<file path="src/ppu_config.svh">
// Sizes and limits of the register block
// Register offsets are the low 6 bits of the original map
// The beam counter limits describe one non-interlaced NTSC frame
`ifndef PPU_CONFIG_SVH
`define PPU_CONFIG_SVH

`define PPU_VRAM_AW 15
`define PPU_CG_AW 8

`define PPU_H_DOTS 341
`define PPU_V_LINES 262

`define PPU_VERSION 2
`define PPU_ADR_W 6

`endif

</file>
<file path="src/ppu_bus_pkg.sv">
// CPU-side types shared by the Wishbone front end and the register units
// An operation stays set for two cycles, with phase 0 then phase 1
package ppu_bus_pkg;

    typedef enum logic [4:0] {
        NONE,
        // Writes
        VMAIN,
        VMADDL,
        VMADDH,
        VMDATAL,
        VMDATAH,
        M7A,
        M7B,
        CGADD,
        CGDATA,
        // Reads
        MPYL,
        MPYM,
        MPYH,
        SLHV,
        RDVRAML,
        RDVRAMH,
        RDCGRAM,
        OPHCT,
        OPVCT,
        STAT78
    } reg_op_e;

    typedef struct packed {
        reg_op_e op;
        logic phase;        // 1 in the ack cycle, side effects commit at its end
        logic [7:0] wdata;
    } reg_op_t;

    typedef struct packed {
        logic [7:0] vram_lo;
        logic [7:0] vram_hi;
        logic [7:0] cg_byte;
        logic [2:0][7:0] mpy;
        logic [7:0] hv_byte;
    } readback_t;

endpackage

</file>
<file path="src/ppu_mem_pkg.sv">
// Memory-side types of the VRAM and palette ports and the multiplier
// Widths come from the shared config header
`include "ppu_config.svh"

package ppu_mem_pkg;

    typedef logic [`PPU_VRAM_AW-1:0] vram_addr_t;
    typedef logic [15:0] vram_word_t;

    typedef struct packed {
        logic inc_on_high;
        logic [1:0] remap;
        logic [1:0] step;
    } vram_ctrl_t;

    typedef logic [`PPU_CG_AW-1:0] cg_addr_t;
    typedef logic [14:0] cg_color_t;

    // Product seen as a number or as the MPYL/MPYM/MPYH bytes
    typedef union packed {
        logic signed [23:0] value;
        logic [2:0][7:0] bytes;
    } mpy_result_u;

endpackage

</file>
<file path="src/ppu_multiplier.sv">
// Signed 16 x 8 multiplier on the mode-7 matrix A and B registers
// Each operand is loaded by two writes, low byte first
module ppu_multiplier (
    input  logic clk,
    input  logic reset,
    input  ppu_bus_pkg::reg_op_t op,
    output logic [2:0][7:0] mpy
);
    import ppu_bus_pkg::*;
    import ppu_mem_pkg::*;

    logic [7:0] old_byte;
    logic [15:0] m7_a;
    logic [15:0] m7_b;
    mpy_result_u product;

    always_ff @(posedge clk) begin
        if (reset) begin
            old_byte <= '0;
            m7_a <= '0;
            m7_b <= '0;
        end else if (op.phase && (op.op == M7A || op.op == M7B)) begin
            if (op.op == M7A) begin
                m7_a <= {op.wdata, old_byte};
            end else begin
                m7_b <= {op.wdata, old_byte};
            end
            old_byte <= op.wdata;
        end
    end

    // Only the high byte of B takes part
    assign product.value = $signed(m7_a) * $signed(m7_b[15:8]);
    assign mpy = product.bytes;

endmodule

</file>
<file path="config.mk">
export PLATFORM = sky130hd
export DESIGN_NAME = ppu_multiplier
export DESIGN_NICKNAME = d
export VERILOG_FILES = /design/src/ppu_bus_pkg.sv /design/src/ppu_mem_pkg.sv /design/src/ppu_multiplier.sv
export VERILOG_INCLUDE_DIRS = /design/src
export SDC_FILE = /design/constraint.sdc
export NUM_CORES = 1
export LEC_CHECK = 0
export ABC_AREA = 1
export BUFFER_PORTS_ARGS = -buffer_cell sky130_fd_sc_hd__buf_2
export CORE_ASPECT_RATIO = 1.5
export CORE_UTILIZATION = 60
export CTS_CLUSTER_SIZE = 12
export DETAILED_ROUTE_END_ITERATION = 8
export GPL_ROUTABILITY_DRIVEN = 0
export GPL_TIMING_DRIVEN = 0
export PLACE_DENSITY = 0.79
export SYNTH_ARGS = -nofsm -noshare
export SYNTH_HDL_FRONTEND = slang
export SYNTH_SLANG_ARGS = --single-unit
</file>
<file path="constraint.sdc">
create_clock -name clk -period 8.7 [get_ports clk]
set_input_delay 1.74 -clock clk [delete_from_list [all_inputs] [get_ports clk]]
set_output_delay 1.74 -clock clk [all_outputs]
set_load 0.005 [all_outputs]
</file>
* Yosys cells after proc, flatten, opt, wreduce, memory -nomap -nowiden *
Index checks and enable logic that the tools add are counted.

cells by class
  $mul = 1
  bitwise operators = 1
  eq/ne operators = 2
  reductions and logical operators = 4

operator list
  cell                  count
  $mul A16 B8 Y24       1
  $eq A5 B3 Y1 const B  2
  $reduce_and A2 Y1     2
  $logic_and A1 B1 Y1   1
  $logic_or A1 B1 Y1    1
  $not A1 Y1            1

word-level totals
  register bits = 40
  output and inout port bits = 24

* Depth between registers and ports, before layout *
  depth after elaboration = 4
  mapped depth = 23
  mapped depth without buffers = 21

* Least setup slack after synthesis *
No wires, ideal clock.

  path kind = reg2out
  from = reg m7_b[10]
  to = out mpy[13] (netlist bit)
  cell stages (with the launch flop) = 19
  slack = 2.869 ns
  arrival time = 4.091 ns
  cell sequence = dfxtp_1 > clkbuf_1 > clkbuf_1 > nand2_1 > fa_1 > fa_1 > inv_1 > fa_1 > inv_1 > fa_1 > inv_1 > ha_1 > nand2_1 > inv_1 > nand3_1 > nor2_2 > nand2_1 > nand3_1 > xor2_1

RTL lines
  element                 RTL line              RTL
  start, declared         ppu_multiplier.sv:14  logic [15:0] m7_b;
  start signal, assigned  ppu_multiplier.sv:26  m7_b <= {op.wdata, old_byte};
  end, declared           ppu_multiplier.sv:7   output logic [2:0][7:0] mpy

==> impl_metrics.json <==
{
  "run_status": "complete, no violations",
  "worstSkewPairLatency_ns": 0.28,
  "fin_nets": 1144,
  "placedInstanceArea_sq_um": 6790,
  "crit_type": "reg -> out",
  "cts.sinks": 32,
  "whs_ns": 0.467,
  "dr_total_vias": 5561,
  "syn-num-nets": 1098,
  "synth.lib_cells_used.distinct": 31,
  "cts_resized": 0,
  "ys_warnings": 0,
  "core_sq_um": 10200,
  "cellLeakagePower_uw": 0.00454,
  "combined_area_of_the_multi_input_logic_cells_sq_um": 4530,
  "postCtsHoldBufs": 0,
  "setup-violations-final": 0,
  "slew_headroom_pct": 57.4,
  "design.portCount": 40,
  "mappedNetlistArea_sq_um": 6420,
  "total_power_uw": 380,
  "buffer_ports.inserted": 39,
  "detailedRoute.firstIterationViolations": 374,
  "final_cell_count_without_fillers": 1122,
  "cts_root_buf": "clkbuf_16",
  "drt_wl_total_microns": 14700,
  "finalHoldViolations": 0,
  "hold_class": "reg -> reg",
  "antenna_found_initial": 0,
  "grt_overflow_total": 0,
  "setup_crit_start_kind": "register",
  "critPathArrivalTime_ns": 5.29,
  "insertedDiodeCount": 0,
  "hpwlAfterDp_microns": 12000,
  "post-route-drc-count": 0,
  "remaining_number_of_nets_flagged_by_the_antenna_check_after_routing": 0,
  "critical_path.cell_chain": "clkbuf_1 -> clkbuf_1 -> nand2_1 -> fa_1 -> inv_1 -> fa_1 -> inv_1 -> fa_1 -> inv_1 -> fa_1 -> ha_1 -> a21oi_1 -> nand2_1 -> nor2_1 -> nand3_1 -> nand2_1 -> nand2_1 -> buf_2",
  "die_w_microns": 86.4,
  "floorplan.die_area_sq_um": 11100,
  "fill_cells": 931,
  "synth_seq_cells": 32,
  "number_of_global_route_vias_before_repair": 5716,
  "timing_max_transition_violations_final": 0,
  "flow.area_growth_from_synthesis_pct": 8.40,
  "cts.repair_timing.setup_buffer_count": 0,
  "worst_slew_pin_tran_ns": 0.638,
  "viasPerCell": 4.96,
  "rsz0062_at_grt": "false",
  "global_route_usage_over_all_layers_pct": 28.9,
  "final_cell_area_sq_um": 6960,
  "tritoncts_clock_tree": "yes",
  "clock_tree.htree_level_count": 2,
  "clock_skew_ns": 0.00518,
  "chipHeight_microns": 129,
  "final_min_period_over_clock_period_pct": 80.8,
  "floorplan.initialDensity_pct": 62.6,
  "drt-wirelength-per-cell_microns": 13.1,
  "synth_seq_area_share_pct": 9.98,
  "global_route_wire_length_before_repair_microns": 24800,
  "number_of_violations_of_the_max_capacitance_limit": 0,
  "syn_area_per_cell_sq_um": 6.87,
  "critical-path-slowest-cell": "fa_1",
  "firstDrtPassIters": 6,
  "synthesis.instances": 934,
  "numPlacedInstances": 1114,
  "crit_path_largest_cell_delay_ns": 0.71,
  "clock_tree.buffer_depth": 2,
  "clkSlewWorstSetupHoldPaths_ns": 0.05,
  "crit_fanout": 10,
  "worst_ep_required_time_ns": 6.96,
  "crit_path_end_kind": "output port",
  "ir_worst_vdd_mv": 0.146,
  "min_period_ns": 7.03,
  "fraction_of_layout_instances_using_a_drive_strength_above_1_pct": 7.85,
  "powerDensity_nw_per_um2": 54.6,
  "fmax_ghz": 0.142,
  "area.sequential_sq_um": 641,
  "tritoncts.num_buffers": 5,
  "grt_start_max_net_pins": 12,
  "core.rowCount": 45,
  "setup_tns_ns": 0
}
logic make-up (layout without fill, tap and decap cells):
group	count (synthesis)	count (layout)	share of synthesized area [%]
compound gates	55	55	5.03
xor+xnor	8	8	1.09
fa+ha+maj	148	148	40.9
buf+inv	319	366	19.5
flops	32	32	9.98
simple gates	372	372	23.5
flip-flops by register name, indices dropped and copies added, names as in the netlist:
signal    cells
old_byte      8
m7_a         16
m7_b          8
path summary, 6_finish.rpt:
check | start | end | slack, ns | cells past startpoint
setup / recovery | m7_b[10] | mpy[23] | 1.67 | 18
hold / removal | old_byte[4] | old_byte[4] | 0.47 | 2
setup reg to reg | m7_b[8] | m7_b[8] | 7.54 | 3
hold reg to reg | old_byte[4] | old_byte[4] | 0.47 | 2
metal layers:
metal  part of all wire, %  GRT usage [%]  up-vias
met5                     0              0        -
met4                   3.9           12.7        0
met3                   4.1           3.27       41
met2                    54           56.1      146
met1                    38           30.7     2628
li1                      -              -     2746
per-stage QoR:
step                worst slack [ns]  util [%]
floorplan                       2.87         -
global placement                2.08      66.3
detailed placement              2.03      66.3
CTS                             1.71      67.9
global route                    1.37      67.9
finish                          1.67      67.9
placed cells by master (no fill, tap or decap), drive strengths merged:
cell type	instances
a211oi	6
a21oi	23
and2	1
buf	49
bufinv	1
clkbuf	33
clkinv	3
clkinvlp	1
dfxtp	32
fa	103
ha	45
inv	279
nand2	251
nand3	29
nand4	5
nor2	81
nor4	1
o21ai	23
o21bai	3
or2	4
xnor2	3
xor2	5
cell usage after synthesis:
cell      number  area [sq um]
inv_1        278          1040
buf_2          2          10.0
nand4_1        4          25.0
buf_8          1          15.0
o21ai_1        6          30.0
nand2_1      248           931
nor2_2         5          31.3
clkinv_1       2          7.51
nand4_4        1          21.3
o21bai_1       3          22.5
and2_1         1          6.26
nand2_2        3          18.8
buf_1          2          7.51
nor4_1         1          6.26
a211oi_2       2          25.0
a21oi_2        4          35.0
clkbuf_1      28           105
or2_2          4          25.0
nor2_4         2          22.5
xor2_1         5          43.8
nor2_1        74           278
fa_1         103          2060
o21ai_0       17          85.1
buf_6          5          56.3
ha_1          45           563
dfxtp_1       32           641
a211oi_1       4          30.0
nand3_1       29           145
xnor2_1        3          26.3
inv_2          1          3.75
a21oi_1       19          95.1
critical path, delay by kind of cell, from the launching register on:
family	cells	cell delay [ns]
compound gates	1	0.20
buf+inv	6	1.23
fa+ha+maj	5	2.55
simple gates	6	0.70
flops	1	0.31
cell type report:
class,count,share of cell area (%)
multi-input cells,583,65.1
inverters,281,15.2
flip-flops and latches,32,9.21
repair buffers,39,2.81
plain buffers,38,2.79
well taps,141,2.54
clock buffers,5,1.80
clock inverters,3,0.612
power breakdown:
group          total, uW  switching (uW)  internal (uW)
logic               32.6            21.5           11.1
registers            149           0.709            149
clock network        198            63.6            134
No activity file was read; power rests on OpenSTA's default activity.
