File: config.mk
export PLATFORM = sky130hd
export DESIGN_NAME = hv_beam_latch
export DESIGN_NICKNAME = d
export VERILOG_FILES = /design/src/ppu_bus_pkg.sv /design/src/hv_beam_latch.sv
export VERILOG_INCLUDE_DIRS = /design/src
export SDC_FILE = /design/constraint.sdc
export NUM_CORES = 1
export LEC_CHECK = 0
export CORE_MARGIN = 2
export CORE_UTILIZATION = 60
export DETAILED_ROUTE_END_ITERATION = 10
export DONT_BUFFER_PORTS = 1
export GPL_TIMING_DRIVEN = 1
export PLACE_DENSITY_LB_ADDON = 0.08
export SLEW_MARGIN = 20
export SYNTH_ARGS = -nofsm -noshare
export SYNTH_HDL_FRONTEND = slang
export SYNTH_SLANG_ARGS = --single-unit
File: constraint.sdc
create_clock -name clk -period 4.05 [get_ports clk]
set_input_delay 0.2025 -clock clk [delete_from_list [all_inputs] [get_ports clk]]
set_output_delay 0.2025 -clock clk [all_outputs]
set_load 0.01 [all_outputs]
File: src/ppu_config.svh
// Sizes and limits of the register block
// Register offsets are the low 6 bits of the original map
// The beam counter limits describe one non-interlaced NTSC frame
`ifndef PPU_CONFIG_SVH
`define PPU_CONFIG_SVH

`define PPU_VRAM_AW 15
`define PPU_CG_AW 8

`define PPU_H_DOTS 341
`define PPU_V_LINES 262

`define PPU_VERSION 2
`define PPU_ADR_W 6

`endif

File: src/ppu_bus_pkg.sv
// CPU-side types shared by the Wishbone front end and the register units
// An operation stays set for two cycles, with phase 0 then phase 1
package ppu_bus_pkg;

    typedef enum logic [4:0] {
        NONE,
        // Writes
        VMAIN,
        VMADDL,
        VMADDH,
        VMDATAL,
        VMDATAH,
        M7A,
        M7B,
        CGADD,
        CGDATA,
        // Reads
        MPYL,
        MPYM,
        MPYH,
        SLHV,
        RDVRAML,
        RDVRAMH,
        RDCGRAM,
        OPHCT,
        OPVCT,
        STAT78
    } reg_op_e;

    typedef struct packed {
        reg_op_e op;
        logic phase;        // 1 in the ack cycle, side effects commit at its end
        logic [7:0] wdata;
    } reg_op_t;

    typedef struct packed {
        logic [7:0] vram_lo;
        logic [7:0] vram_hi;
        logic [7:0] cg_byte;
        logic [2:0][7:0] mpy;
        logic [7:0] hv_byte;
    } readback_t;

endpackage

File: src/hv_beam_latch.sv
// Free-running beam counter with software latch through SLHV
// Counter reads alternate between low byte and bit 8
// STAT78 read clears the latch flag and both read toggles
`include "ppu_config.svh"

module hv_beam_latch (
    input  logic clk,
    input  logic reset,
    input  ppu_bus_pkg::reg_op_t op,
    output logic [7:0] hv_byte
);
    import ppu_bus_pkg::*;

    logic [8:0] h_ctr;
    logic [8:0] v_ctr;
    logic [8:0] h_latch;
    logic [8:0] v_latch;
    logic latch_flag;
    logic h_tgl;
    logic v_tgl;

    // One dot per clock
    always_ff @(posedge clk) begin
        if (reset) begin
            h_ctr <= '0;
            v_ctr <= '0;
        end else if (h_ctr == 9'(`PPU_H_DOTS - 1)) begin
            h_ctr <= '0;
            v_ctr <= (v_ctr == 9'(`PPU_V_LINES - 1)) ? 9'd0 : v_ctr + 9'd1;
        end else begin
            h_ctr <= h_ctr + 9'd1;
        end
    end

    always_ff @(posedge clk) begin
        if (reset) begin
            h_latch <= '0;
            v_latch <= '0;
            latch_flag <= 1'b0;
            h_tgl <= 1'b0;
            v_tgl <= 1'b0;
        end else if (op.phase) begin
            case (op.op)
                SLHV: begin
                    h_latch <= h_ctr;
                    v_latch <= v_ctr;
                    latch_flag <= 1'b1;
                end
                OPHCT: h_tgl <= ~h_tgl;
                OPVCT: v_tgl <= ~v_tgl;
                STAT78: begin
                    latch_flag <= 1'b0;
                    h_tgl <= 1'b0;
                    v_tgl <= 1'b0;
                end
                default: ;
            endcase
        end
    end

    always_comb begin
        case (op.op)
            OPHCT: hv_byte = h_tgl ? {7'h00, h_latch[8]} : h_latch[7:0];
            OPVCT: hv_byte = v_tgl ? {7'h00, v_latch[8]} : v_latch[7:0];
            STAT78: hv_byte = {1'b0, latch_flag, 2'b00, 4'(`PPU_VERSION)};
            default: hv_byte = 8'h00;
        endcase
    end

endmodule

After elaboration in Yosys (flattened, before gate mapping)
Cells that the tools add are included.
{ "word_totals": {"register_bits": 39, "inputBits": 16, "out_inout_bits": 8, "wordCells": 32} }
{ "classes": {"add_sub_neg": 2, "n_eq_ne": 6, "mux": 7, "bitwise_logic": 2, "reduce_logical": 8} }
{ "ops": {"columns": ["op", "n"], "rows": [
  ["$pmux 8 s3", 1],
  ["$add 9x1->9 const B", 2],
  ["$eq 9x9->1 const B", 2],
  ["$mux 8", 2],
  ["$eq 5x5->1 const B", 3],
  ["$mux 9", 1],
  ["$reduce_and 2->1", 4],
  ["$pmux 1 s2", 3],
  ["$reduce_bool 2->1", 3],
  ["$eq 5x4->1 const B", 1],
  ["$not 1->1", 2],
  ["$reduce_or 2->1", 1]
]} }

Logic depth before layout (Yosys ltp)
{ "logic_depth": {"depth_word": 3, "depth_mapped": 8, "ltp_nobuf": 6} }

Worst setup path after synthesis
OpenSTA, ideal clock, no wires.
{ "synth_path": {"path_kind": "register -> register", "from": "register h_ctr[0]", "to": "register v_ctr[2]", "setup_ns": 0.120, "arrival_ns": 1.358, "required_time_ns": 3.930, "setup_slack_ns": 2.572, "stages_incl_launch_ff": 8, "n_path_buf": 1, "period_less_slack_ns": 1.478, "path_cell_list": "dfxtp_1 > inv_1 > ha_1 > nand4bb_1 > buf_2 > or2_2 > o21bai_4 > nor2_1"} }
{ "synth_via": {"elab_chain_cells": 1} }
{ "synth_lines": {"columns": ["element", "line_no", "source"], "rows": [
  ["from (decl)", "hv_beam_latch.sv:14", "logic [8:0] h_ctr;"],
  ["from (signal assigned)", "hv_beam_latch.sv:31", "h_ctr <= h_ctr + 9'd1;"],
  ["$eq 9x9->1", "hv_beam_latch.sv:27", "end else if (h_ctr == 9'(`PPU_H_DOTS - 1)) begin"],
  ["to (signal assigned)", "hv_beam_latch.sv:29", "v_ctr <= (v_ctr == 9'(`PPU_V_LINES - 1)) ? 9'd0 : v_ctr + 9'd1;"],
  ["to (decl)", "hv_beam_latch.sv:15", "logic [8:0] v_ctr;"]
]} }
Every way passes these cells.
A chain may end at the register's enable or synchronous reset.

Final worst setup path
{ "layout_path": {"from": "register h_ctr[0]", "to": "register v_ctr[1]"} }
The elaborated chain is that of the path after synthesis.

==> out/metrics.cfg <==
[status]
status = complete, but fails checks
violations = design-rule violations

[route]
drcViolationCount = 2
antenna_left = 0
viasPerCell = 6.08
drt_iter0_markers = 57
num_vias = 1350
drt-pass1-iter-count = 7
wire_per_inst_microns = 15.6
wl_met2_mm = 1.61
routed_wl_mm = 3.47
wl_met1_mm = 1.64
dr.max_layer_used = met4
met3_length_microns = 137

[synth]
synth_area_leaders = dfxtp_1 43%, mux2i_1 11%, nor2_1 6.0%
ys_types = 34
yosys.area_share.simple_pct = 23.3
synth_area_sq_mm = 0.00180
synth.area.mux_share_pct = 11.1
synth_cells = 190
ys_ff_latch = 39
ys_seq_area_share_pct = 43.4
avgSynthCellArea_sq_um = 9.48
synth_top_area_cell = dfxtp_1
synth_top_family_by_area = simple AND/OR/NAND/NOR gates
yosysWarnings = 0
yosysTopAreaCellShare_pct = 43.4
synth_adder_area_share_pct = 2.78
synth-compound-area-share_pct = 7.99
synth_xor_area_share_pct = 6.81
syn_nets = 210

[final_layout]
layout-drive-gt1-share_pct = 6.81
antenna_cells = 0
layout_commonest_cell = dfxtp_1
final_cell_mix = 39 x dfxtp_1, 29 x nor2_1, 20 x mux2i_1
nNetsFinal = 210
syn_to_final_growth_pct = 4.24

[grt]
grt_start_max_net_pins = 33
antenna_found_initial = 0
grt_pass1_wl_mm = 5.64
first_global_vias = 1247
grt_overflow_total = 0
grt_util_all_layers_pct = 21.9

[clock_network]
cts-buffers-inserted = 5
worstSkewPairLatency_ns = 0.35
cts-hold-fix-buffers = 3
cts_max_level = 2
cts_tree = built
clkSlewWorstSetupHoldPaths_ns = 0.12
clock-sinks = 39
clk_path_buf_depth = 2
cts-root-buf = clkbuf_4
postCtsSetupRepairBufs = 0
postCtsResizedCells = 0

[power_and_ir_drop]
irDropWorstVdd_uv = 263
power_leakage_uw = 0.000768
finalPower_uw = 644
power.density_mw_per_mm2 = 343

[sta]
period_needed_ns = 2.04
timing.final.ws_setup_ns = 2.01
skew_ns = 0.0141
finalCritPeriodShare_pct = 50.4
clock.fmax_mhz = 490
rsz0062_at_grt = no
finalHoldViolCount = 0
hold_ws_ns = 0.0441
worst_pin_slew_ns = 1.09
setup_viol_count_final = 0
slew_headroom_pct = 27.0
finalSetupTns_ns = 0
slew_viol_final = 0

[placed_design]
port_buffers = 0
dp_hpwl_mm = 2.42
post-place-ws_ns = 2.05
routabilityCongestion = 0.771

[worst_hold_path]
min_path_type = primary input to flop

[critical_path]
worstPathRequired_ns = 4.32
arrival_ns = 2.31
crit_type = flop to flop
cp-start-kind = flop
cp_max_fo = 11
end_kind = flop

[floorplanning]
fp.dieW_microns = 58.8
start_util_pct = 64.2
die_h_microns = 58.8
die_area_sq_mm = 0.00346
ios = 24
rows = 19
core_sq_mm = 0.00281

[flow_run]
drv_cap = 0

==> layer usage <==
| layer | global-route usage, % | vias up |
|---|---|---|
| met1 | 29.0 | 629 |
| met2 | 33.7 | 32 |
| met5 | 0 | - |
| met4 | 11.7 | 0 |
| li1 | - | 680 |
| met3 | 4.40 | 9 |
==> per-stage QoR <==
step                      utilization (%)  instances  instance area, sq um
final                                66.9        222                  1880
after CTS                            67.1        222                  1880
after global routing                 66.9        222                  1880
after global placement               63.4        211                  1780
after detailed placement             63.4        211                  1780
after floorplan                         -        190                  1800
==> worst paths after layout <==
check	from	to	slack [ns]	cells after the start
max reg2reg	h_ctr[0]	v_ctr[1]	2.01	6
min	op[8]	h_tgl	0.04	2
max	h_ctr[0]	v_ctr[1]	2.01	6
min reg2reg	v_latch[2]	v_latch[2]	0.51	2
==> registers in the layout (all words and copies together), names as in the netlist <==
| register | count |
|---|---|
| h_ctr | 9 |
| h_latch | 9 |
| h_tgl | 1 |
| latch_flag | 1 |
| v_ctr | 9 |
| v_latch | 9 |
| v_tgl | 1 |
==> synthesized netlist by cell type, drive strengths merged <==
cell type  instances
dfxtp             39
nor2              30
mux2i             20
nor3              13
xnor2              8
nand2              7
nand3              7
buf                6
inv                6
xor2               6
a21oi              5
a22o               5
nand4              5
clkbuf             4
ha                 4
nor4               4
a311oi             2
a31oi              2
and4bb             2
nand3b             2
nand4bb            2
nor3b              2
o2bb2ai            2
and3               1
and4               1
nand4b             1
nor4b              1
o21bai             1
o32ai              1
or2                1
==> power breakdown <==
part	switching, uW	total [uW]	internal [uW]
sequential	4.98	391	386
combinational	12.1	21.5	9.38
clock	129	231	102
==> critical path, stage by stage (launching register included) <==
cell and delay (ns):
dfxtp_1 0.39, inv_1 0.08, ha_1 0.14, nand4bb_1 0.33, nor2_1 0.68, nand3b_1 0.17
a21oi_1 0.17
==> cell families (layout without fill, tap and decap cells) <==
| kind of cell | after synthesis | after routing |
|---|---|---|
| xor gates and xnor gates | 14 | 14 |
| and+or+nand+nor | 79 | 79 |
| buffers and inverters | 16 | 17 |
| adders and majority gates | 4 | 4 |
| AOI/OAI and AO/OA | 18 | 18 |
| muxes | 20 | 20 |
| DFF | 39 | 39 |
==> final cells by class <==
class                      instances  area [sq um]
multi-input combinational        135           937
fill                             239           928
sequential                        39           781
clock buffer                       7          65.1
tap                               31          38.8
timing repair buffer               3          25.0
inverter                           6          22.5
clock inverter                     1          7.51
Note: power is estimated with default switching activity, not from simulation.
