File: config.mk
export PLATFORM = sky130hd
export DESIGN_NAME = cgram_port
export DESIGN_NICKNAME = d
export VERILOG_FILES = /design/src/ppu_bus_pkg.sv /design/src/ppu_mem_pkg.sv /design/src/cgram_port.sv
export VERILOG_INCLUDE_DIRS = /design/src
export SDC_FILE = /design/constraint.sdc
export NUM_CORES = 2
export LEC_CHECK = 0
export BUFFER_PORTS_ARGS = -buffer_cell sky130_fd_sc_hd__buf_4
export CORE_MARGIN = 3
export CORE_UTILIZATION = 45
export CTS_CLUSTER_DIAMETER = 120
export DETAILED_ROUTE_END_ITERATION = 12
export MAX_ROUTING_LAYER = met4
export PLACE_DENSITY = 0.66
export SETUP_SLACK_MARGIN = 0.05
export SYNTH_ARGS = -nofsm -noshare
export SYNTH_HDL_FRONTEND = slang
export SYNTH_SLANG_ARGS = --single-unit
export TNS_END_PERCENT = 100
File: constraint.sdc
create_clock -name clk -period 3.02 [get_ports clk]
set_input_delay 0.302 -clock clk [delete_from_list [all_inputs] [get_ports clk]]
set_output_delay 0.302 -clock clk [all_outputs]
set_load 0.05 [all_outputs]
File: src/ppu_config.svh
// Sizes and limits of the register block
// Register offsets are the low 6 bits of the original map
// The beam counter limits describe one non-interlaced NTSC frame
`ifndef PPU_CONFIG_SVH
`define PPU_CONFIG_SVH

`define PPU_VRAM_AW 15
`define PPU_CG_AW 8

`define PPU_H_DOTS 341
`define PPU_V_LINES 262

`define PPU_VERSION 2
`define PPU_ADR_W 6

`endif

File: src/ppu_bus_pkg.sv
// CPU-side types shared by the Wishbone front end and the register units
// An operation stays set for two cycles, with phase 0 then phase 1
package ppu_bus_pkg;

    typedef enum logic [4:0] {
        NONE,
        // Writes
        VMAIN,
        VMADDL,
        VMADDH,
        VMDATAL,
        VMDATAH,
        M7A,
        M7B,
        CGADD,
        CGDATA,
        // Reads
        MPYL,
        MPYM,
        MPYH,
        SLHV,
        RDVRAML,
        RDVRAMH,
        RDCGRAM,
        OPHCT,
        OPVCT,
        STAT78
    } reg_op_e;

    typedef struct packed {
        reg_op_e op;
        logic phase;        // 1 in the ack cycle, side effects commit at its end
        logic [7:0] wdata;
    } reg_op_t;

    typedef struct packed {
        logic [7:0] vram_lo;
        logic [7:0] vram_hi;
        logic [7:0] cg_byte;
        logic [2:0][7:0] mpy;
        logic [7:0] hv_byte;
    } readback_t;

endpackage

File: src/ppu_mem_pkg.sv
// Memory-side types of the VRAM and palette ports and the multiplier
// Widths come from the shared config header
`include "ppu_config.svh"

package ppu_mem_pkg;

    typedef logic [`PPU_VRAM_AW-1:0] vram_addr_t;
    typedef logic [15:0] vram_word_t;

    typedef struct packed {
        logic inc_on_high;
        logic [1:0] remap;
        logic [1:0] step;
    } vram_ctrl_t;

    typedef logic [`PPU_CG_AW-1:0] cg_addr_t;
    typedef logic [14:0] cg_color_t;

    // Product seen as a number or as the MPYL/MPYM/MPYH bytes
    typedef union packed {
        logic signed [23:0] value;
        logic [2:0][7:0] bytes;
    } mpy_result_u;

endpackage

File: src/cgram_port.sv
// CPU port of the 256-color palette RAM, 15-bit colors in byte pairs
// Toggle selects low or high byte, each data access steps address and toggle
module cgram_port (
    input  logic clk,
    input  logic reset,
    input  ppu_bus_pkg::reg_op_t op,
    output logic [7:0] cg_byte
);
    import ppu_bus_pkg::*;
    import ppu_mem_pkg::*;

    cg_addr_t cg_addr;
    logic cg_tgl;
    cg_color_t ram_q;
    cg_color_t mem [2**$bits(cg_addr_t)];

    always_ff @(posedge clk) begin
        if (reset) begin
            {cg_addr, cg_tgl} <= '0;
        end else if (op.phase) begin
            case (op.op)
                CGADD: {cg_addr, cg_tgl} <= {op.wdata, 1'b0};
                CGDATA, RDCGRAM: {cg_addr, cg_tgl} <= {cg_addr, cg_tgl} + 1'b1;
                default: ;
            endcase
        end
    end

    always_ff @(posedge clk) begin
        if (op.phase && op.op == CGDATA) begin
            if (cg_tgl) begin
                mem[cg_addr][14:8] <= op.wdata[6:0];
            end else begin
                mem[cg_addr][7:0] <= op.wdata;
            end
        end
        ram_q <= mem[cg_addr];
    end

    // High byte reads with bit 7 clear
    assign cg_byte = cg_tgl ? {1'b0, ram_q[14:8]} : ram_q[7:0];

endmodule

After elaboration in Yosys (flattened, before gate mapping) --
Memories as Yosys holds them, arrays and structs flattened. A register that Yosys moved wholly into a read port is not among the register bits. Index checks and enable logic that the tools add are counted.
Storage, ports and cells: flip-flop bits (word level) 9, latch bits 0, RAM bits 3840, memory bits (read-only) 0, output and inout bits 8, word-level logic and storage cells 20, memories kept 1
Memories:
- mem | depth 256, bits a word 15, rd ports 1, clocked after Yosys merged registers in 1, wr ports 1, line cgram_port.sv:15 | cg_color_t mem [2**$bits(cg_addr_t)];
Cells by class: add/sub/neg operators 1, $mul 0, divide/modulo/power cells 0, order comparisons 0, eq/ne operators 3, shifts and indexed selects 0, muxes and demuxes 9, bitwise logic cells 0, reductions and logical operators 4
Operators by type and width (count):
- case mux 8 bit (2 select lines) | 1
- equality test 5 x 4 -> 1 bit (second input constant) | 2
- adder 9 x 1 -> 9 bit (second input constant) | 1
- two-way mux 8 bit | 1
- two-way mux 1 bit | 6
- equality test 5 bit (second input constant) | 1
- case mux 1 bit (2 select lines) | 1
- AND reduction 2 bit | 1
- nonzero test 2 bit | 1
- OR reduction 2 bit | 1
- logical AND 1 bit | 1

Depth between registers and ports, before layout --
depth in word-level cells 4, mapped depth 9, mapped depth without buffers 6

Worst setup path before layout --
Ideal clock, no wire load.
kind input to register, from in op[10] (netlist name), to mem mem[15][0] (netlist name), enable pin, library setup time 0.370 ns, arrival time 2.173 ns, slack 0.477 ns, stages on the path 6, path buffers 2, cells stage by stage or3b_2 -> nor3_2 -> buf_2 -> nand3_1 -> clkbuf_1 -> nor2_1
On the way: cells in the longest elaborated chain, start to end 4
Ends and longest elaborated chain:
- start, declared | line cgram_port.sv:6 | input ppu_bus_pkg::reg_op_t op,
- equality test 5 x 4 -> 1 bit | line cgram_port.sv:30 | if (op.phase && op.op == CGDATA) begin
- logical AND 1 bit | line cgram_port.sv:30
- two-way mux 1 bit | line cgram_port.sv:30
- two-way mux 1 bit (not written as such) | line cgram_port.sv:34 | mem[cg_addr][7:0] <= op.wdata;
- end, declared | line cgram_port.sv:15
Every way passes these cells.

==> out/metrics.csv <==
metric,value,unit
outcome,"complete, no violations",
required,3780,ps
pwr-share-comb,2.7,%
dp.final_hpwl,230,mm
share_of_cells_above_drive_strength_1,33.7,%
min_period,2950,ps
cts_buffer_depth,4,
final_common_cell,edfxtp_1,
final_setup_skew,45.0,ps
rr_worst_depth,9,
power.share.switching,20.0,%
critical_path.endpoint_type,flop,
minimum_setup_slack_after_placement,-574,ps
unrepaired_setup_endpoints_after_global_routing,yes,
seq_power_share,54.3,%
clock_sink_count,3864,
synth_cell_type_count,38,
power_report.internal_total,0.0869,W
edff_count_synth,3840,
antenna_violating_nets_post_route,0,
detail_route.vias_per_cell,6.02,
setup_viol_count_final,0,
drt_drc_violations_left,0,
clock_pin_slew_on_the_worst_setup_and_hold_paths,60,ps
postSynthAreaPerCell,21.9,µm²
cts-htree-levels,5,
die_h,579,µm
yosys_warning_total,0,
max_cap_viol_count,0,
finalHoldViolCount,0,
worst-slew-pin-transition,1030,ps
synth_mux_area_share,14.7,%
mappedNetlistNets,6746,
tritoncts,yes,
num_vias,74800,
initial_core_utilization,45.4,%
slew_violations,0,
floorplan.rows,209,
synth_compound_area_share,3.73,%
fin_area,174000,µm²
die_x,579,µm
p_leak,54.2,nW
ir_drop,0.540,mV
slew_headroom,31.6,%
clk_latency,920,ps
synth_fa_ha_area_share,0.00848,%
fmax,0.339,GHz
min_period_over_period,97.7,%
cts_buffers,377,
hold_ws,75.6,ps
post_drt_wl_per_cell,30.0,µm
die_area,335000,µm²
post-route-worst-setup-slack,69.4,ps
postRouteWirelength,373,mm
detail_route.iter0.violations,9910,
layout.filler_cells,24400,
layout.cells.non_filler,12400,
top_level_ports,24,
criticalPathCategory,reg -> reg,
seq_total_area_yosys,78.5,%
switching_power,0.0218,W
hold-path-cell-count,5,
share_of_synthesized_registers_carrying_an_async_set_or_reset,0,%
grt_overflow_total,0,
design.final.nets,7802,
portBuffers,23,
cp-start-kind,flop,
syn_to_final_growth,18.2,%
synth_top_flop_cell,edfxtp_1,
core_area,325000,µm²
crit_fanout,22,
power_dens_cells,624,nW/µm²
tritonroute_pass_1_iters,6,
weighted_congestion_reported_at_the_end_of_routability_driven_placement,0.848,
synth_simple_gate_area_share,1.78,%
grt_use_total,22.9,%
master_cell_of_the_clock_root_buffer,clkbuf_16,
antenna_found_initial,11,
dpl-instance-area,161000,µm²
syn_inst_count,6729,
synth_xor_area_share,0,%
maximum_number_of_pins_on_one_net_before_global_route_repair,121,
synth_top_family_by_area,multiplexers,
layout_common_cells,"edfxtp_1 (3840), mux4_2 (960), buf_4 (946), nor2_1 (519), a22oi_1 (464)",
synth_seq_cells,3864,
synthesized_area,148000,µm²
dp_cells,11700,
grt_first_pass_wirelength,544,mm
finalPower,0.109,W
clock_power_share,43.0,%
worstPathArrival,3710,ps
first_global_vias,76100,
hp-class,in -> reg,
power groups by stage:
stage	sequential, W	clock [W]	combinational, W
2_1_floorplan	0.0601	0	0.00115
3_3_place_gp	0.0601	0	0.00283
3_5_place_dp	0.0601	0	0.00291
4_1_cts	0.0590	0.0474	0.00295
5_1_grt	0.0590	0.0496	0.00313
6_report	0.0590	0.0467	0.00296
worst max-delay path, cell delays in order (launching register included):
cell     delay [ps]
dfxtp_4         390
buf_12          190
buf_12          200
buf_16          230
mux4_2          530
a22oi_1         320
a21oi_1         210
o41ai_2         400
buf_4           200
nand4_1          80
state kept, by name, summed over array words and instances (netlist names):
signal / flops
ram_q: 15
cg_addr: 8
cg_tgl: 1
mem: 3840
cell type report:
class	count	area, µm²	area share, %
timing repair buffer	1119	10400	5.96
sequential	3864	116000	66.4
clock buffer	451	9900	5.68
clock inverter	232	2300	1.32
inverter	1	3.75	0.00215
antenna	5	12.5	0.00718
tap	4325	5410	3.10
multi-input combinational	2422	30500	17.5
cells by family (layout without fill, tap and decap cells):
group                      count (synthesis)  count (layout)
AOI/OAI and AO/OA                        807             807
muxes                                    969             969
buffers and inverters                    443            1803
and+or+nand+nor                          645             645
other                                      0               5
adders and majority gates                  1               1
DFF                                     3864            3864
what timing repair did:
item / 4_1_cts / 5_1_grt
setup endpoints to repair: 15 / 15
hold buffers: 13 / 0
pin swaps: 3 / 6
buffers inserted: 0 / 7
endpoints found under the hold margin: 335 / 0
resized for setup: 36 / 59
cloned: 2 / 2
cells in the mapped netlist, types with 33 or more instances:
library cell	number	area, µm²
edfxtp_1	3840	115000
mux4_2	960	21600
nor2_1	521	1960
a22oi_1	482	3620
clkbuf_1	276	1040
a21oi_1	248	1240
buf_2	75	375
o41ai_1	60	526
buf_1	57	214
nand3_1	34	170
buf_4	33	248
nand2_1	33	124
through the flow:
| step | setup TNS (ps) | util [%] |
|---|---|---|
| global route | -41.5 | 53.6 |
| finish | 0 | 53.6 |
| global placement | -2340 | 49.6 |
| detailed placement | -2410 | 49.6 |
| CTS | 0 | 53.4 |
| floorplan | 0 | - |
per-layer routing:
| metal | wire (µm) | GRT usage [%] |
|---|---|---|
| met3 | 31900 | 3.26 |
| met2 | 183000 | 36.0 |
| met1 | 145000 | 31.4 |
| met4 | 13100 | 7.07 |
| met5 | 0 | - |
worst paths after layout:
kind	startpoint	endpoint	slack [ps]
worst max-delay path	cg_addr[0]$_SDFFE_PP0P_	ram_q[14]$_DFF_P_	70
worst min-delay path	op[12]	cg_tgl$_SDFFE_PP0P_	80
worst max register to register	cg_addr[0]$_SDFFE_PP0P_	ram_q[14]$_DFF_P_	70
worst min register to register	cg_addr[6]$_SDFFE_PP0P_	cg_addr[6]$_SDFFE_PP0P_	660
Power figures use the tool's default switching activity.
