===== config.mk =====
export PLATFORM = sky130hd
export DESIGN_NAME = ppu_bus_slave
export DESIGN_NICKNAME = d
export VERILOG_FILES = /design/src/ppu_bus_pkg.sv /design/src/ppu_bus_slave.sv
export VERILOG_INCLUDE_DIRS = /design/src
export SDC_FILE = /design/constraint.sdc
export NUM_CORES = 1
export LEC_CHECK = 0
export ABC_AREA = 0
export BUFFER_PORTS_ARGS = -buffer_cell sky130_fd_sc_hd__buf_2
export CORE_MARGIN = 2
export CORE_UTILIZATION = 41
export CTS_BUF_LIST = sky130_fd_sc_hd__clkbuf_2 sky130_fd_sc_hd__clkbuf_4 sky130_fd_sc_hd__clkbuf_8
export DETAILED_ROUTE_END_ITERATION = 12
export GPL_TIMING_DRIVEN = 0
export HOLD_SLACK_MARGIN = 0.1
export PLACE_DENSITY_LB_ADDON = 0.3
export RECOVER_POWER = 50
export SLEW_MARGIN = 20
export SYNTH_ARGS = -nofsm -noshare
export SYNTH_HDL_FRONTEND = slang
export SYNTH_SLANG_ARGS = --single-unit

===== constraint.sdc =====
create_clock -name clk -period 5.6 [get_ports clk]
set_clock_uncertainty 0.2 [all_clocks]
set_input_delay 0.56 -clock clk [delete_from_list [all_inputs] [get_ports clk]]
set_output_delay 0.56 -clock clk [all_outputs]
set_load 0.01 [all_outputs]

===== src/ppu_config.svh =====
// Sizes and limits of the register block
// Register offsets are the low 6 bits of the original map
// The beam counter limits describe one non-interlaced NTSC frame
`ifndef PPU_CONFIG_SVH
`define PPU_CONFIG_SVH

`define PPU_VRAM_AW 15
`define PPU_CG_AW 8

`define PPU_H_DOTS 341
`define PPU_V_LINES 262

`define PPU_VERSION 2
`define PPU_ADR_W 6

`endif


===== src/ppu_bus_pkg.sv =====
// CPU-side types shared by the Wishbone front end and the register units
// An operation stays set for two cycles, with phase 0 then phase 1
package ppu_bus_pkg;

    typedef enum logic [4:0] {
        NONE,
        // Writes
        VMAIN,
        VMADDL,
        VMADDH,
        VMDATAL,
        VMDATAH,
        M7A,
        M7B,
        CGADD,
        CGDATA,
        // Reads
        MPYL,
        MPYM,
        MPYH,
        SLHV,
        RDVRAML,
        RDVRAMH,
        RDCGRAM,
        OPHCT,
        OPVCT,
        STAT78
    } reg_op_e;

    typedef struct packed {
        reg_op_e op;
        logic phase;        // 1 in the ack cycle, side effects commit at its end
        logic [7:0] wdata;
    } reg_op_t;

    typedef struct packed {
        logic [7:0] vram_lo;
        logic [7:0] vram_hi;
        logic [7:0] cg_byte;
        logic [2:0][7:0] mpy;
        logic [7:0] hv_byte;
    } readback_t;

endpackage


===== src/ppu_bus_slave.sv =====
// Wishbone classic front end, ack one cycle after the request
// Master must hold adr, we and dat_w until ack
// Unmapped offsets and write-only registers read as zero
`include "ppu_config.svh"

module ppu_bus_slave (
    input  logic clk,
    input  logic reset,
    input  logic cyc,
    input  logic stb,
    input  logic we,
    input  logic [`PPU_ADR_W-1:0] adr,
    input  logic [7:0] dat_w,
    input  ppu_bus_pkg::readback_t rb,
    output logic ack,
    output logic [7:0] dat_r,
    output ppu_bus_pkg::reg_op_t op
);
    import ppu_bus_pkg::*;

    logic req;
    reg_op_e op_dec;

    assign req = cyc & stb;

    // Reads and writes share offsets, so decode with we
    always_comb begin
        case ({we, adr})
            {1'b1, 6'h15}: op_dec = VMAIN;
            {1'b1, 6'h16}: op_dec = VMADDL;
            {1'b1, 6'h17}: op_dec = VMADDH;
            {1'b1, 6'h18}: op_dec = VMDATAL;
            {1'b1, 6'h19}: op_dec = VMDATAH;
            {1'b1, 6'h1b}: op_dec = M7A;
            {1'b1, 6'h1c}: op_dec = M7B;
            {1'b1, 6'h21}: op_dec = CGADD;
            {1'b1, 6'h22}: op_dec = CGDATA;
            {1'b0, 6'h34}: op_dec = MPYL;
            {1'b0, 6'h35}: op_dec = MPYM;
            {1'b0, 6'h36}: op_dec = MPYH;
            {1'b0, 6'h37}: op_dec = SLHV;
            {1'b0, 6'h39}: op_dec = RDVRAML;
            {1'b0, 6'h3a}: op_dec = RDVRAMH;
            {1'b0, 6'h3b}: op_dec = RDCGRAM;
            {1'b0, 6'h3c}: op_dec = OPHCT;
            {1'b0, 6'h3d}: op_dec = OPVCT;
            {1'b0, 6'h3f}: op_dec = STAT78;
            default: op_dec = NONE;
        endcase
    end

    always_ff @(posedge clk) begin
        if (reset) begin
            ack <= 1'b0;
        end else begin
            ack <= req & ~ack;
        end
    end

    always_comb begin
        op.op = req ? op_dec : NONE;
        op.phase = ack;
        op.wdata = dat_w;
    end

    // Read data
    always_comb begin
        case (op.op)
            RDVRAML: dat_r = rb.vram_lo;
            RDVRAMH: dat_r = rb.vram_hi;
            RDCGRAM: dat_r = rb.cg_byte;
            MPYL: dat_r = rb.mpy[0];
            MPYM: dat_r = rb.mpy[1];
            MPYH: dat_r = rb.mpy[2];
            OPHCT, OPVCT, STAT78: dat_r = rb.hv_byte;
            default: dat_r = 8'h00;
        endcase
    end

endmodule


### Yosys cells after proc, flatten, opt, wreduce, memory -nomap -nowiden

Index checks and enable logic that the tools add are counted.

* word-level logic and storage cells: 36
* output and inout port bits: 23
* bits in registers: 1
* input port bits: 75

* equal/unequal tests: 28
* muxes and demuxes: 3
* bitwise gates (word level): 3
* reduce and logical (&&, ||, !) cells: 1

Operators by type and width (number)
* $pmux 5 s19: 1
* $eq 7x6->1 const B: 10
* $eq 7x7->1 const B: 9
* $pmux 8 s7: 1
* $eq 5x4->1 const B: 5
* $eq 5x5->1 const B: 4
* $mux 5: 1
* $reduce_or 3->1: 1
* $and 1x1->1: 2
* $not 1->1: 1

### Logic depth before layout (Yosys ltp)

* depth after elaboration: 6
* gate-level depth with buffers: 8
* gate-level depth less buffers: 7

### Least setup slack after synthesis

Ideal clock, no wire load.

* kind: input to output
* from: input adr[4]
* to: output dat_r[5]
* data required time: 4840 ps
* slack: 2679 ps
* stages on the path: 8
* arrival time: 2161 ps
* buffers on the path: 2
* cell sequence: buf_6 or3b_1 a211o_1 a21oi_4 nor3_2 buf_6 a32oi_1 o2111ai_1

* cells in the longest elaborated chain, start to end: 6
* elaborated cells on any way between the ends: 32
* those cells by class: 28 x eq/ne; 3 x mux; 1 x reduce/logical

RTL lines
* start: declaration: line ppu_bus_slave.sv:12 `` input logic [`PPU_ADR_W-1:0] adr, ``
* $eq 7x6->1 or $eq 7x7->1 (tied branches): line ppu_bus_slave.sv:28 `case ({we, adr})`
* $pmux 5 s19 (*): line ppu_bus_slave.sv:28
* $mux 5 (*): line ppu_bus_slave.sv:61 `op.op = req ? op_dec : NONE;`
* $eq 5x5->1: line ppu_bus_slave.sv:68 `case (op.op)`
* $reduce_or 3->1: line ppu_bus_slave.sv:68
* $pmux 8 s7 (*): line ppu_bus_slave.sv:68
* end: declaration: line ppu_bus_slave.sv:16 `output logic [7:0] dat_r,`

Every way passes the cells marked *; elsewhere a longest branch is shown, timed or not.

### Final worst setup path

* from: input adr[4]
* to: output dat_r[0]

Same word-level chain as after synthesis.

==> flow_metrics.py <==
metrics = {
    "setup_path": {
        "path_max_fanout": 10,
        "worst_ep_required_time_ns": 4.84,
        "worstPathCellList": "buf_6, or3b_1, a221oi_2, o2111ai_1, nor3_2, o211ai_1, o2111ai_1, buf_2",
        "cp_slowest_cell": "nor3_2",
        "crit_path_frequent_cell": "o2111ai_1",
        "slowest_delay_ns": 0.45,
        "cp_top_family": "simple AND/OR/NAND/NOR gates",
        "startpoint_type": "input port",
        "crit_path_end_kind": "primary output",
        "crit_buf_inv": 2,
        "arrival_ns": 2.55,
        "worst-setup-path-type": "input port to primary output",
    },
    "power_and_ir_drop": {
        "leakagePower_nw": 0.786,
        "ir_worst_vdd_uv": 45.2,
        "power.switching_w": 0.0000349,
        "total_power_w": 0.0000820,
        "p_per_area_nw_per_um2": 54.1,
        "pwr-share-seq_pct": 9.4,
        "p_int_w": 0.0000471,
        "p_clk_share_pct": 0,
        "switching_share_pct": 42.6,
        "combPwrFrac_pct": 90.6,
    },
    "placement": {
        "io_buffers": 88,
        "place_inst": 264,
        "gp_congestion": 0.845,
        "dp_slack_ns": 2.30,
        "dp_hpwl_mm": 2.88,
    },
    "layout": {
        "layout-drive-gt1-share_pct": 46.6,
        "regMostFlops": "ack",
        "final_common_cell": "buf_2",
        "stdcell_count": 264,
        "antenna_cells": 0,
        "largest_reg_flops": 1,
        "reg.largest.list": "ack x1",
        "final_cell_mix": "buf_2 (84), buf_4 (12), nand2_1 (12), clkbuf_1 (12), a32oi_1 (12)",
        "layout.nets": 311,
        "syn2layout_area_growth_pct": 43.3,
    },
    "clocking": {
        "clock_latency_ns": 0,
        "post_cts_buffers": 0,
        "cts_hold_buf": 0,
        "cts_resized": 0,
        "clk_pin_slew_ns": 0,
    },
    "route": {
        "drtIter0Drc": 25,
        "vias": 1435,
        "drc": 0,
        "routed_wl_mm": 3.45,
        "viasPerCell": 5.44,
        "drtPass1Iterations": 4,
        "ant_nets": 0,
        "wl_per_cell_um": 13.1,
    },
    "grt": {
        "grt_pass1_vias": 1117,
        "grt_usage_pct": 20.4,
        "grt_pass1_wl_mm": 4.70,
        "gr-total-overflow": 0,
        "grt_max_degree": 11,
        "antenna_found_initial": 0,
    },
    "die": {
        "core_um2": 2450,
        "io_pins": 98,
        "rows": 18,
        "fp.dieH_um": 54.8,
        "start_util_pct": 43.1,
        "die_area_um2": 3000,
        "fp.dieW_um": 54.8,
    },
    "synthesis": {
        "synth-edff-count": 0,
        "yosys_register_bits": 1,
        "yosys_warnings": 0,
        "async_flop_share_pct": 0,
        "ys_seq_area_share_pct": 1.89,
        "syn_area_um2": 1060,
        "netlist_instances": 146,
        "synthTopCellsByArea": "a32oi_1 (9.9%), buf_4 (8.5%), a22o_1 (6.6%)",
        "synthFlopType": "dfxtp_1",
        "yosysTopAreaCell": "a32oi_1",
        "syn-num-nets": 221,
        "yosysTopAreaCellShare_pct": 9.93,
        "synth_area_per_cell_um2": 7.25,
        "ys_types": 42,
    },
    "hold_path": {
        "hold_class": "register to register",
    },
    "timing": {
        "fin_tns_setup_ns": 0,
        "hold_viol_final": 0,
        "fin_crit_sh_pct": 59.0,
        "slew_viol_final": 0,
        "worst_pin_slew_ns": 0.495,
        "fin_crit_ns": 3.31,
        "worst_slack_ns": 2.29,
        "whs_ns": 0.232,
        "rsz0062_at_grt": "no",
        "slew_headroom_pct": 66.8,
        "max_freq_mhz": 303,
        "setup_violations": 0,
    },
    "job": {
        "cap_viol_max_count": 0,
    },
    "status": {
        "status": "complete, no violations",
    },
}
-- power groups by stage --
stage	clock [W]	sequential, W	combinational [W]
detailed placement	0	0.00000775	0.0000751
floorplan	0	0.00000791	0.0000422
finish	0	0.00000775	0.0000743
global route	0	0.00000784	0.0000817
global placement	0	0.00000774	0.0000743
CTS	0	0.00000775	0.0000755
-- path summary, 6_finish.rpt --
kind / endpoint / slack, ns / cells after the start / startpoint
setup / recovery: dat_r[0] / 2.29 / 8 / adr[4]
hold reg to reg: ack / 0.23 / 1 / ack
hold / removal: ack / 0.23 / 1 / ack
setup reg to reg: ack / 4.85 / 1 / ack
-- synthesized netlist by cell type, types with 2 or more instances --
cell type / n
a22o_1: 8
a211oi_1: 2
nand4b_1: 2
a21oi_1: 3
or3b_1: 2
o211ai_1: 5
nor2b_1: 6
nor3_1: 3
buf_2: 7
nand3_1: 7
nand2b_1: 4
nand3b_1: 8
a32oi_1: 12
buf_6: 2
o2111ai_1: 3
and3_1: 3
nand2_1: 12
or2_2: 2
mux2i_1: 7
buf_4: 12
nor2_1: 4
inv_1: 11
nor3_2: 2
-- routing by layer --
layer | part of all wire [%] | vias to the layer above | GRT usage, %
li1 | - | 731 | -
met5 | 0 | - | 0
met1 | 44 | 644 | 27.9
met4 | 0 | 0 | 0
met3 | 7.9 | 0 | 0.546
met2 | 49 | 60 | 37.3
-- logic make-up (layout without fill, tap and decap cells) --
| kind of cell | Yosys count | after routing | share of synthesized area (%) |
|---|---|---|---|
| AOI/OAI and AO/OA | 44 | 44 | 37.7 |
| buffers and inverters | 33 | 121 | 18.2 |
| DFF | 1 | 1 | 1.89 |
| muxes | 7 | 7 | 6.62 |
| and+or+nand+nor | 61 | 61 | 35.6 |
-- stage by stage --
step	instance area, um^2	util (%)
2_1_floorplan	1060	-
3_3_place_gp	1540	62.6
3_5_place_dp	1540	62.6
4_1_cts	1540	62.6
5_1_grt	1520	61.8
6_report	1520	61.8
-- cell type report --
type / instances / area [um^2]
buffer: 22 / 151
fill: 248 / 938
inverter: 11 / 41.3
multi-input combinational: 112 / 840
sequential: 1 / 20.0
tap: 30 / 37.5
timing repair buffer: 88 / 427
Power figures use the tool's default switching activity.
